<file path="src/common/lc3b_pkg.sv">
package lc3b_pkg;

	typedef logic [15:0] lc3b_word;
	typedef logic [2:0] lc3b_reg;

	// Opcode field, ir[15:12].
	typedef enum logic [3:0] {
		op_br  = 4'b0000,
		op_add = 4'b0001,
		op_and = 4'b0101,
		op_ldr = 4'b0110,
		op_str = 4'b0111,
		op_not = 4'b1001
	} lc3b_opcode;

	typedef enum logic [1:0] {
		alu_pass,
		alu_add,
		alu_and,
		alu_not
	} alu_op_t;

	// Control word built in decode and carried to writeback.
	typedef struct packed {
		alu_op_t alu_op;
		logic    imm_sel;      // Operand B is imm5.
		logic    addr_sel;     // Result is base plus offset6.
		logic    load_regfile;
		logic    mem_read;
		logic    mem_write;
		lc3b_reg dest;
	} ctrl_t;

	typedef struct packed {
		logic     valid;
		lc3b_word pc;
		lc3b_word ir;
	} if_id_t;

	typedef struct packed {
		logic     valid;
		lc3b_word pc;
		lc3b_word ir;
		ctrl_t    ctrl;
		lc3b_word sr1;
		lc3b_word sr2;   // Store source for STR.
	} id_ex_t;

	typedef struct packed {
		logic     valid;
		lc3b_word pc;
		lc3b_word ir;
		ctrl_t    ctrl;
		lc3b_word alu;
		lc3b_word store_data;
	} ex_mem_t;

	typedef struct packed {
		logic     valid;
		lc3b_word pc;
		lc3b_word ir;
		ctrl_t    ctrl;
		lc3b_word alu;
		lc3b_word mdr;
	} wb_t;

	localparam lc3b_word pc_reset = 16'h0000;

endpackage : lc3b_pkg

</file>
<file path="src/rtl/pipe_latch.sv">
`timescale 1ns/1ps

// Stage register between two pipeline stages.
// An all-zero payload is a bubble since its valid bit is clear.
module pipe_latch #(
	parameter type payload_t = logic
) (
	input  logic     clk,
	input  logic     arst_n,
	input  payload_t d,
	output payload_t q
);

	always_ff @(posedge clk or negedge arst_n) begin
		if (!arst_n) begin
			q <= '0;  // Bubble.
		end else begin
			q <= d;   // No stalls, loads every cycle.
		end
	end

endmodule : pipe_latch

</file>
<file path="src/fetch/instruction_fetch.sv">
`timescale 1ns/1ps

module instruction_fetch (
	input  logic              clk,
	input  logic              arst_n,
	output lc3b_pkg::lc3b_word pc,
	output logic              fetch_en
);

	assign fetch_en = arst_n;  // Fetch runs whenever out of reset.

	always_ff @(posedge clk or negedge arst_n) begin
		if (!arst_n) begin
			pc <= lc3b_pkg::pc_reset;
		end else begin
			pc <= pc + 16'd2;  // Next sequential word.
		end
	end

endmodule : instruction_fetch

</file>
<file path="src/decode/regfile.sv">
`timescale 1ns/1ps

module regfile (
	input  logic               clk,
	input  logic               arst_n,
	input  lc3b_pkg::wb_t      wb,
	input  lc3b_pkg::lc3b_reg  rd_a,
	input  lc3b_pkg::lc3b_reg  rd_b,
	output lc3b_pkg::lc3b_word a,
	output lc3b_pkg::lc3b_word b
);

	lc3b_pkg::lc3b_word regs [8];
	lc3b_pkg::lc3b_word wr_data;
	logic               wr_en;

	assign wr_en   = wb.valid && wb.ctrl.load_regfile;
	assign wr_data = wb.ctrl.mem_read ? wb.mdr : wb.alu;  // Loads write the MDR.

	always_ff @(posedge clk or negedge arst_n) begin
		if (!arst_n) begin
			for (int i = 0; i < 8; i++) begin
				regs[i] <= '0;
			end
		end else if (wr_en) begin
			regs[wb.ctrl.dest] <= wr_data;
		end
	end

	// Write-through: a same-cycle read of the destination sees the new value.
	assign a = (wr_en && (wb.ctrl.dest == rd_a)) ? wr_data : regs[rd_a];
	assign b = (wr_en && (wb.ctrl.dest == rd_b)) ? wr_data : regs[rd_b];

endmodule : regfile

</file>
<file path="src/decode/instruction_decode.sv">
`timescale 1ns/1ps

module instruction_decode (
	input  logic               clk,
	input  logic               arst_n,
	input  lc3b_pkg::if_id_t   if_id,
	input  lc3b_pkg::wb_t      wb,
	output lc3b_pkg::id_ex_t   id_ex
);

	lc3b_pkg::lc3b_opcode opcode;
	lc3b_pkg::lc3b_reg    sr1_num;
	lc3b_pkg::lc3b_reg    sr2_num;
	lc3b_pkg::lc3b_word   sr1_val;
	lc3b_pkg::lc3b_word   sr2_val;
	lc3b_pkg::ctrl_t      ctrl;

	assign opcode  = lc3b_pkg::lc3b_opcode'(if_id.ir[15:12]);
	assign sr1_num = if_id.ir[8:6];  // SR1, or base register for LDR/STR.

	// STR reads its store source from the destination field.
	assign sr2_num = (opcode == lc3b_pkg::op_str) ? if_id.ir[11:9] : if_id.ir[2:0];

	always_comb begin
		ctrl        = '0;
		ctrl.alu_op = lc3b_pkg::alu_pass;
		ctrl.dest   = if_id.ir[11:9];
		if (if_id.valid) begin
			case (opcode)
				lc3b_pkg::op_add: begin
					ctrl.alu_op       = lc3b_pkg::alu_add;
					ctrl.imm_sel      = if_id.ir[5];
					ctrl.load_regfile = 1'b1;
				end
				lc3b_pkg::op_and: begin
					ctrl.alu_op       = lc3b_pkg::alu_and;
					ctrl.imm_sel      = if_id.ir[5];
					ctrl.load_regfile = 1'b1;
				end
				lc3b_pkg::op_not: begin
					ctrl.alu_op       = lc3b_pkg::alu_not;
					ctrl.load_regfile = 1'b1;
				end
				lc3b_pkg::op_ldr: begin
					ctrl.addr_sel     = 1'b1;
					ctrl.mem_read     = 1'b1;
					ctrl.load_regfile = 1'b1;
				end
				lc3b_pkg::op_str: begin
					ctrl.addr_sel  = 1'b1;
					ctrl.mem_write = 1'b1;
				end
				lc3b_pkg::op_br: ;  // Treated as a NOP.
				default: ;          // Unsupported opcodes retire as bubbles.
			endcase
		end
	end

	regfile i_regfile (
		.clk    (clk),
		.arst_n (arst_n),
		.wb     (wb),
		.rd_a   (sr1_num),
		.rd_b   (sr2_num),
		.a      (sr1_val),
		.b      (sr2_val)
	);

	assign id_ex.valid = if_id.valid;
	assign id_ex.pc    = if_id.pc;
	assign id_ex.ir    = if_id.ir;
	assign id_ex.ctrl  = ctrl;
	assign id_ex.sr1   = sr1_val;
	assign id_ex.sr2   = sr2_val;

endmodule : instruction_decode

</file>
<file path="src/rtl/execution_module.sv">
`timescale 1ns/1ps

module execution_module (
	input  lc3b_pkg::id_ex_t  id_ex,
	output lc3b_pkg::ex_mem_t ex_mem
);

	lc3b_pkg::lc3b_word imm5;
	lc3b_pkg::lc3b_word offset6;
	lc3b_pkg::lc3b_word operand_b;
	lc3b_pkg::lc3b_word alu_out;
	lc3b_pkg::lc3b_word addr_out;

	assign imm5    = {{11{id_ex.ir[4]}}, id_ex.ir[4:0]};
	assign offset6 = {{9{id_ex.ir[5]}}, id_ex.ir[5:0], 1'b0};  // Word offset in bytes.

	assign operand_b = id_ex.ctrl.imm_sel ? imm5 : id_ex.sr2;

	always_comb begin
		case (id_ex.ctrl.alu_op)
			lc3b_pkg::alu_add: begin
				alu_out = id_ex.sr1 + operand_b;
			end
			lc3b_pkg::alu_and: begin
				alu_out = id_ex.sr1 & operand_b;
			end
			lc3b_pkg::alu_not: begin
				alu_out = ~id_ex.sr1;
			end
			lc3b_pkg::alu_pass: begin
				alu_out = id_ex.sr1;
			end
			default: begin
				alu_out = id_ex.sr1;
			end
		endcase
	end

	// Base plus offset for LDR and STR.
	assign addr_out = id_ex.sr1 + offset6;

	assign ex_mem.valid      = id_ex.valid;
	assign ex_mem.pc         = id_ex.pc;
	assign ex_mem.ir         = id_ex.ir;
	assign ex_mem.ctrl       = id_ex.ctrl;
	assign ex_mem.alu        = id_ex.ctrl.addr_sel ? addr_out : alu_out;
	assign ex_mem.store_data = id_ex.sr2;

endmodule : execution_module

</file>
<file path="src/rtl/memory_module.sv">
`timescale 1ns/1ps

module memory_module (
	input  lc3b_pkg::ex_mem_t  ex_mem,
	input  lc3b_pkg::lc3b_word mem_rdata,
	output lc3b_pkg::lc3b_word mem_addr,
	output logic               mem_read,
	output logic               mem_write,
	output lc3b_pkg::lc3b_word mem_wdata,
	output lc3b_pkg::wb_t      wb_out
);

	// Single-cycle strobes, only for a real instruction.
	assign mem_read  = ex_mem.valid & ex_mem.ctrl.mem_read;
	assign mem_write = ex_mem.valid & ex_mem.ctrl.mem_write;

	assign mem_addr  = ex_mem.alu;         // Effective address from execute.
	assign mem_wdata = ex_mem.store_data;

	assign wb_out.valid = ex_mem.valid;
	assign wb_out.pc    = ex_mem.pc;
	assign wb_out.ir    = ex_mem.ir;
	assign wb_out.ctrl  = ex_mem.ctrl;
	assign wb_out.alu   = ex_mem.alu;

	// MDR is latched by the writeback stage register.
	// Non-loads carry zero so the retire record stays clean.
	assign wb_out.mdr = mem_read ? mem_rdata : '0;

endmodule : memory_module

</file>
<file path="src/rtl/cpu_datapath.sv">
`timescale 1ns/1ps

module cpu_datapath (
	input  logic               clk,
	input  logic               arst_n,
	output lc3b_pkg::lc3b_word mem_addr1,
	output logic               mem_read1,
	input  lc3b_pkg::lc3b_word mem_rdata1,
	output lc3b_pkg::lc3b_word mem_addr2,
	output logic               mem_read2,
	output logic               mem_write2,
	output lc3b_pkg::lc3b_word mem_wdata2,
	input  lc3b_pkg::lc3b_word mem_rdata2,
	output lc3b_pkg::wb_t      retire
);

	lc3b_pkg::lc3b_word pc;
	logic               fetch_en;
	lc3b_pkg::if_id_t   if_d;
	lc3b_pkg::if_id_t   if_q;
	lc3b_pkg::id_ex_t   id_d;
	lc3b_pkg::id_ex_t   id_q;
	lc3b_pkg::ex_mem_t  ex_d;
	lc3b_pkg::ex_mem_t  ex_q;
	lc3b_pkg::wb_t      mem_d;
	lc3b_pkg::wb_t      wb_q;

	instruction_fetch i_fetch (
		.clk      (clk),
		.arst_n   (arst_n),
		.pc       (pc),
		.fetch_en (fetch_en)
	);

	assign mem_addr1 = pc;
	assign mem_read1 = fetch_en;

	// Instruction word returns in the same cycle.
	assign if_d.valid = fetch_en;
	assign if_d.pc    = pc;
	assign if_d.ir    = mem_rdata1;

	pipe_latch #(.payload_t(lc3b_pkg::if_id_t)) i_if_id_latch (
		.clk (clk), .arst_n (arst_n), .d (if_d), .q (if_q)
	);

	instruction_decode i_decode (
		.clk    (clk),
		.arst_n (arst_n),
		.if_id  (if_q),
		.wb     (wb_q),    // Register write from writeback.
		.id_ex  (id_d)
	);

	pipe_latch #(.payload_t(lc3b_pkg::id_ex_t)) i_id_ex_latch (
		.clk (clk), .arst_n (arst_n), .d (id_d), .q (id_q)
	);

	execution_module i_execute (
		.id_ex  (id_q),
		.ex_mem (ex_d)
	);

	pipe_latch #(.payload_t(lc3b_pkg::ex_mem_t)) i_ex_mem_latch (
		.clk (clk), .arst_n (arst_n), .d (ex_d), .q (ex_q)
	);

	memory_module i_memory (
		.ex_mem    (ex_q),
		.mem_rdata (mem_rdata2),
		.mem_addr  (mem_addr2),
		.mem_read  (mem_read2),
		.mem_write (mem_write2),
		.mem_wdata (mem_wdata2),
		.wb_out    (mem_d)
	);

	pipe_latch #(.payload_t(lc3b_pkg::wb_t)) i_mem_wb_latch (
		.clk (clk), .arst_n (arst_n), .d (mem_d), .q (wb_q)
	);

	assign retire = wb_q;  // Instruction leaving writeback.

endmodule : cpu_datapath

</file>
<file path="config.mk">
export PLATFORM = sky130hd
export DESIGN_NAME = cpu_datapath
export DESIGN_NICKNAME = d
export VERILOG_FILES = /design/src/common/lc3b_pkg.sv /design/src/rtl/pipe_latch.sv /design/src/fetch/instruction_fetch.sv /design/src/decode/regfile.sv /design/src/decode/instruction_decode.sv /design/src/rtl/execution_module.sv /design/src/rtl/memory_module.sv /design/src/rtl/cpu_datapath.sv
export SDC_FILE = /design/constraint.sdc
export NUM_CORES = 1
export LEC_CHECK = 0
export BUFFER_PORTS_ARGS = -buffer_cell sky130_fd_sc_hd__buf_2
export CAP_MARGIN = 20
export CORE_MARGIN = 2
export CORE_UTILIZATION = 54
export CTS_CLUSTER_DIAMETER = 100
export CTS_CLUSTER_SIZE = 24
export DETAILED_ROUTE_END_ITERATION = 16
export PLACE_DENSITY_LB_ADDON = 0.05
export SKIP_LAST_GASP = 1
export SLEW_MARGIN = 20
export SYNTH_ARGS = -nofsm -noshare
export SYNTH_HDL_FRONTEND = slang
export SYNTH_SLANG_ARGS = --single-unit
</file>
<file path="constraint.sdc">
create_clock -name clk -period 2.9 [get_ports clk]
set_input_delay 0.58 -clock clk [delete_from_list [all_inputs] [get_ports clk]]
set_output_delay 0.58 -clock clk [all_outputs]
set_load 0.03 [all_outputs]
</file>
==> results.json <==
{
  "critPathKind": "reg2reg",
  "use_met3_pct": 4.61,
  "skew_ns": 0.0207,
  "worstSetupStartpointType": "flop",
  "grt_busiest_layer": "met2",
  "whs_endpoint": "i_if_id_latch.q[1]",
  "syn_inst": 1520,
  "slew_violations": 0,
  "slowest_delay_ns": 0.49,
  "vias": 12000,
  "finalWorstSetupSlack_ns": 0.0907,
  "dp_slack_ns": -0.193,
  "layout_common_cells": "dfrtp_1, buf_2, a21oi_1",
  "cts_sinks": 388,
  "synth_top_family_by_area": "compound AO/OA/AOI/OAI gates",
  "leakage_nw": 8.94,
  "crit_slowest_cell": "or4_1",
  "layout_min_cycle_time_ns": 2.81,
  "regToRegStartpoint": "i_id_ex_latch.q[39]",
  "muxShareOfSynthArea_pct": 9.50,
  "ys_types": 58,
  "syn_area_sq_mm": 0.0171,
  "cts_buffer_depth": 3,
  "grt_pass1_wl_mm": 69.9,
  "combPwrFrac_pct": 24.5,
  "syn_area_per_cell_sq_um": 11.3,
  "synthAdderAreaFrac_pct": 2.50,
  "area_delta_synth_final_pct": 12.2,
  "first_pass_iters": 5,
  "grt_max_degree": 180,
  "whs_ns": 0.123,
  "port_buffers": 157,
  "synth_seq_cells": 388,
  "rows": 65,
  "hold_viol_final": 0,
  "initial_core_util_pct": 54.5,
  "design_area_sq_mm": 0.0192,
  "layout-drive-gt1-share_pct": 20.9,
  "place_area_sq_mm": 0.0185,
  "clockPowerShare_pct": 24.0,
  "io-pin-count": 160,
  "pwr-share-seq_pct": 51.4,
  "min_period_over_period_pct": 96.9,
  "vdd_ir_drop_max_mv": 0.517,
  "synth-edff-count": 0,
  "worstHoldPathCells": 1,
  "place.gp.congestion": 0.853,
  "finalNetCount": 1730,
  "synth-simple-area-share_pct": 11.0,
  "grtUsageMet1_pct": 40.3,
  "wirelength_mm": 44.4,
  "cap_violations": 0,
  "rsz0062_at_grt": "yes",
  "finalNonFillerCells": 2069,
  "r2r_cells": 10,
  "drt_iter0_drc": 800,
  "reg2reg_slack_ns": 0.09,
  "grt_use_total_pct": 27.5,
  "synth-compound-area-share_pct": 13.7,
  "clk_latency_ns": 0.56,
  "diodes": 0,
  "path_cells": "buf_6 -> mux2_4 -> ha_1 -> a21o_1 -> nand4_1 -> a211oi_2 -> buf_4 -> o21bai_4 -> mux2_2 -> or4_1",
  "dp_hpwl_mm": 30.0,
  "die_area_sq_mm": 0.0331,
  "worstMarginPinSlew_ns": 1.01,
  "setup_viol": 0,
  "die_h_um": 182,
  "grt_pass1_vias": 11900,
  "hp-class": "in2reg",
  "clockRootBuffer": "clkbuf_16",
  "swShare_pct": 32.4,
  "cts_made_buffers": 20,
  "antenna_found_initial": 0,
  "dp_cells": 2041,
  "p_int_mw": 8.59,
  "detail_route.wl_per_cell_um": 21.5,
  "max_freq_ghz": 0.356,
  "met2_usage_pct": 43.8,
  "cp_data_arrival_time_ns": 3.24,
  "r2r_end": "i_ex_mem_latch.q[31]",
  "crit_path_end_kind": "flop",
  "vias_per_cell": 5.78,
  "maxSlewHeadroom_pct": 32.8,
  "drtAntennaViolNets": 0,
  "synth_xor_area_share_pct": 1.90,
  "die_w_um": 182,
  "p_per_area_mw_per_mm2": 662,
  "drc": 0,
  "grt_remaining_overflow": 0,
  "ys.flop_type": "dfrtp_1",
  "worstHoldStart": "mem_rdata1[1]",
  "cp_max_fo": 7,
  "cts_max_level": 1,
  "clk_pin_slew_ns": 0.10,
  "cp.required_ns": 3.33,
  "layout_commonest_cell": "dfrtp_1",
  "switchingPower_mw": 4.12,
  "synthArstFlopShare_pct": 100,
  "cts_tree": "built",
  "core_sq_mm": 0.0314,
  "status": "finished clean",
  "yosysSeqAreaShare_pct": 56.8,
  "yosysWarningCount": 0
}
[how the worst max path moves through the flow]
stage                                    from                    to  slack [ns]  cells after the start
final                     i_id_ex_latch.q[39]  i_ex_mem_latch.q[31]        0.09                     10
after CTS                 i_id_ex_latch.q[39]  i_ex_mem_latch.q[31]      0.0003                     10
after detailed placement  i_id_ex_latch.q[39]  i_ex_mem_latch.q[28]       -0.19                      9
after global routing      i_id_ex_latch.q[39]  i_ex_mem_latch.q[31]       -0.04                     11
after floorplan           i_id_ex_latch.q[39]  i_ex_mem_latch.q[28]        0.03                     10
after global placement    i_id_ex_latch.q[39]  i_ex_mem_latch.q[28]       -0.15                      9
[metal layers]
layer	routed length (um)	part of all wire, %
met1	20300	46
met2	20700	47
met3	2630	5.9
met4	739	1.7
met5	0	0
[power by group through the flow]
stage / Combinational [mW] / Sequential (mW) / Clock [mW]
2_1_floorplan: 2.06 / 6.58 / 0
4_1_cts: 3.09 / 6.53 / 3.14
5_1_grt: 3.44 / 6.62 / 3.33
6_report: 3.12 / 6.53 / 3.05
3_3_place_gp: 3.03 / 6.61 / 0
3_5_place_dp: 3.07 / 6.64 / 0
[sequential cells by signal, indices dropped and copies added, names as in the netlist]
register and count:
i_ex_mem_latch.q 71, i_id_ex_latch.q 71, i_decode.i_regfile.regs 128, i_fetch.pc 15, i_mem_wb_latch.q 71, i_if_id_latch.q 32
[critical path: cells and delay by family, from the launching register on]
family / cells / cell delay (ns)
compound gates: 3 / 0.41
buf+inv: 2 / 0.30
simple gates: 2 / 0.62
mux: 2 / 0.66
fa+ha+maj: 1 / 0.30
flops: 1 / 0.41
[cell families after synthesis]
kind of cell / Yosys count
compound gates: 388
xor+xnor: 37
fa+ha+maj: 33
buf+inv: 157
flops: 388
mux: 120
other cells: 1
simple gates: 396
[cell usage after synthesis (10+ instances only)]
cell,n,area share (%)
a21oi_1,151,4.4
o21ai_0,71,2.1
mux4_2,32,4.2
nand4_1,24,0.88
nand2_1,116,2.5
nor2b_1,52,1.9
and3_1,20,0.73
ha_1,31,2.3
nor3_1,11,0.32
nor2_1,123,2.7
xnor2_1,22,1.1
dfrtp_1,388,57
o22ai_1,34,1.2
mux2i_1,79,4.6
buf_4,39,1.7
inv_1,26,0.57
nand3_1,16,0.47
a211oi_1,57,2.5
xor2_1,15,0.77
a32oi_1,18,0.92
clkbuf_1,76,1.7
o21ai_1,10,0.29
[stage by stage]
step                      total power [mW]  setup TNS, ns  util [%]
after floorplan                       8.64              0         -
after global placement                9.65         -0.148      59.0
after detailed placement              9.71         -0.193      59.1
after CTS                             12.8              0      60.9
after global routing                  13.4        -0.0537      61.1
final                                 12.7              0      61.1
[what timing repair did]
item                                    in CTS  in global routing
endpoints found under the hold margin        7                  0
buffers inserted                             0                  1
pin swaps                                    0                  3
gates resized for setup                      4                 12
endpoints found under the setup margin       2                  4
hold buffers                                 1                  0
[layout make-up]
cell class / count / area (sq um)
repair buffers: 249 / 1560
fillers: 2567 / 12200
well taps: 402 / 503
multi-input cells: 976 / 6740
inverters: 28 / 105
clock buffers: 23 / 522
flip-flops and latches: 388 / 9710
clock inverters: 3 / 50.0
Power figures use the tool's default switching activity.
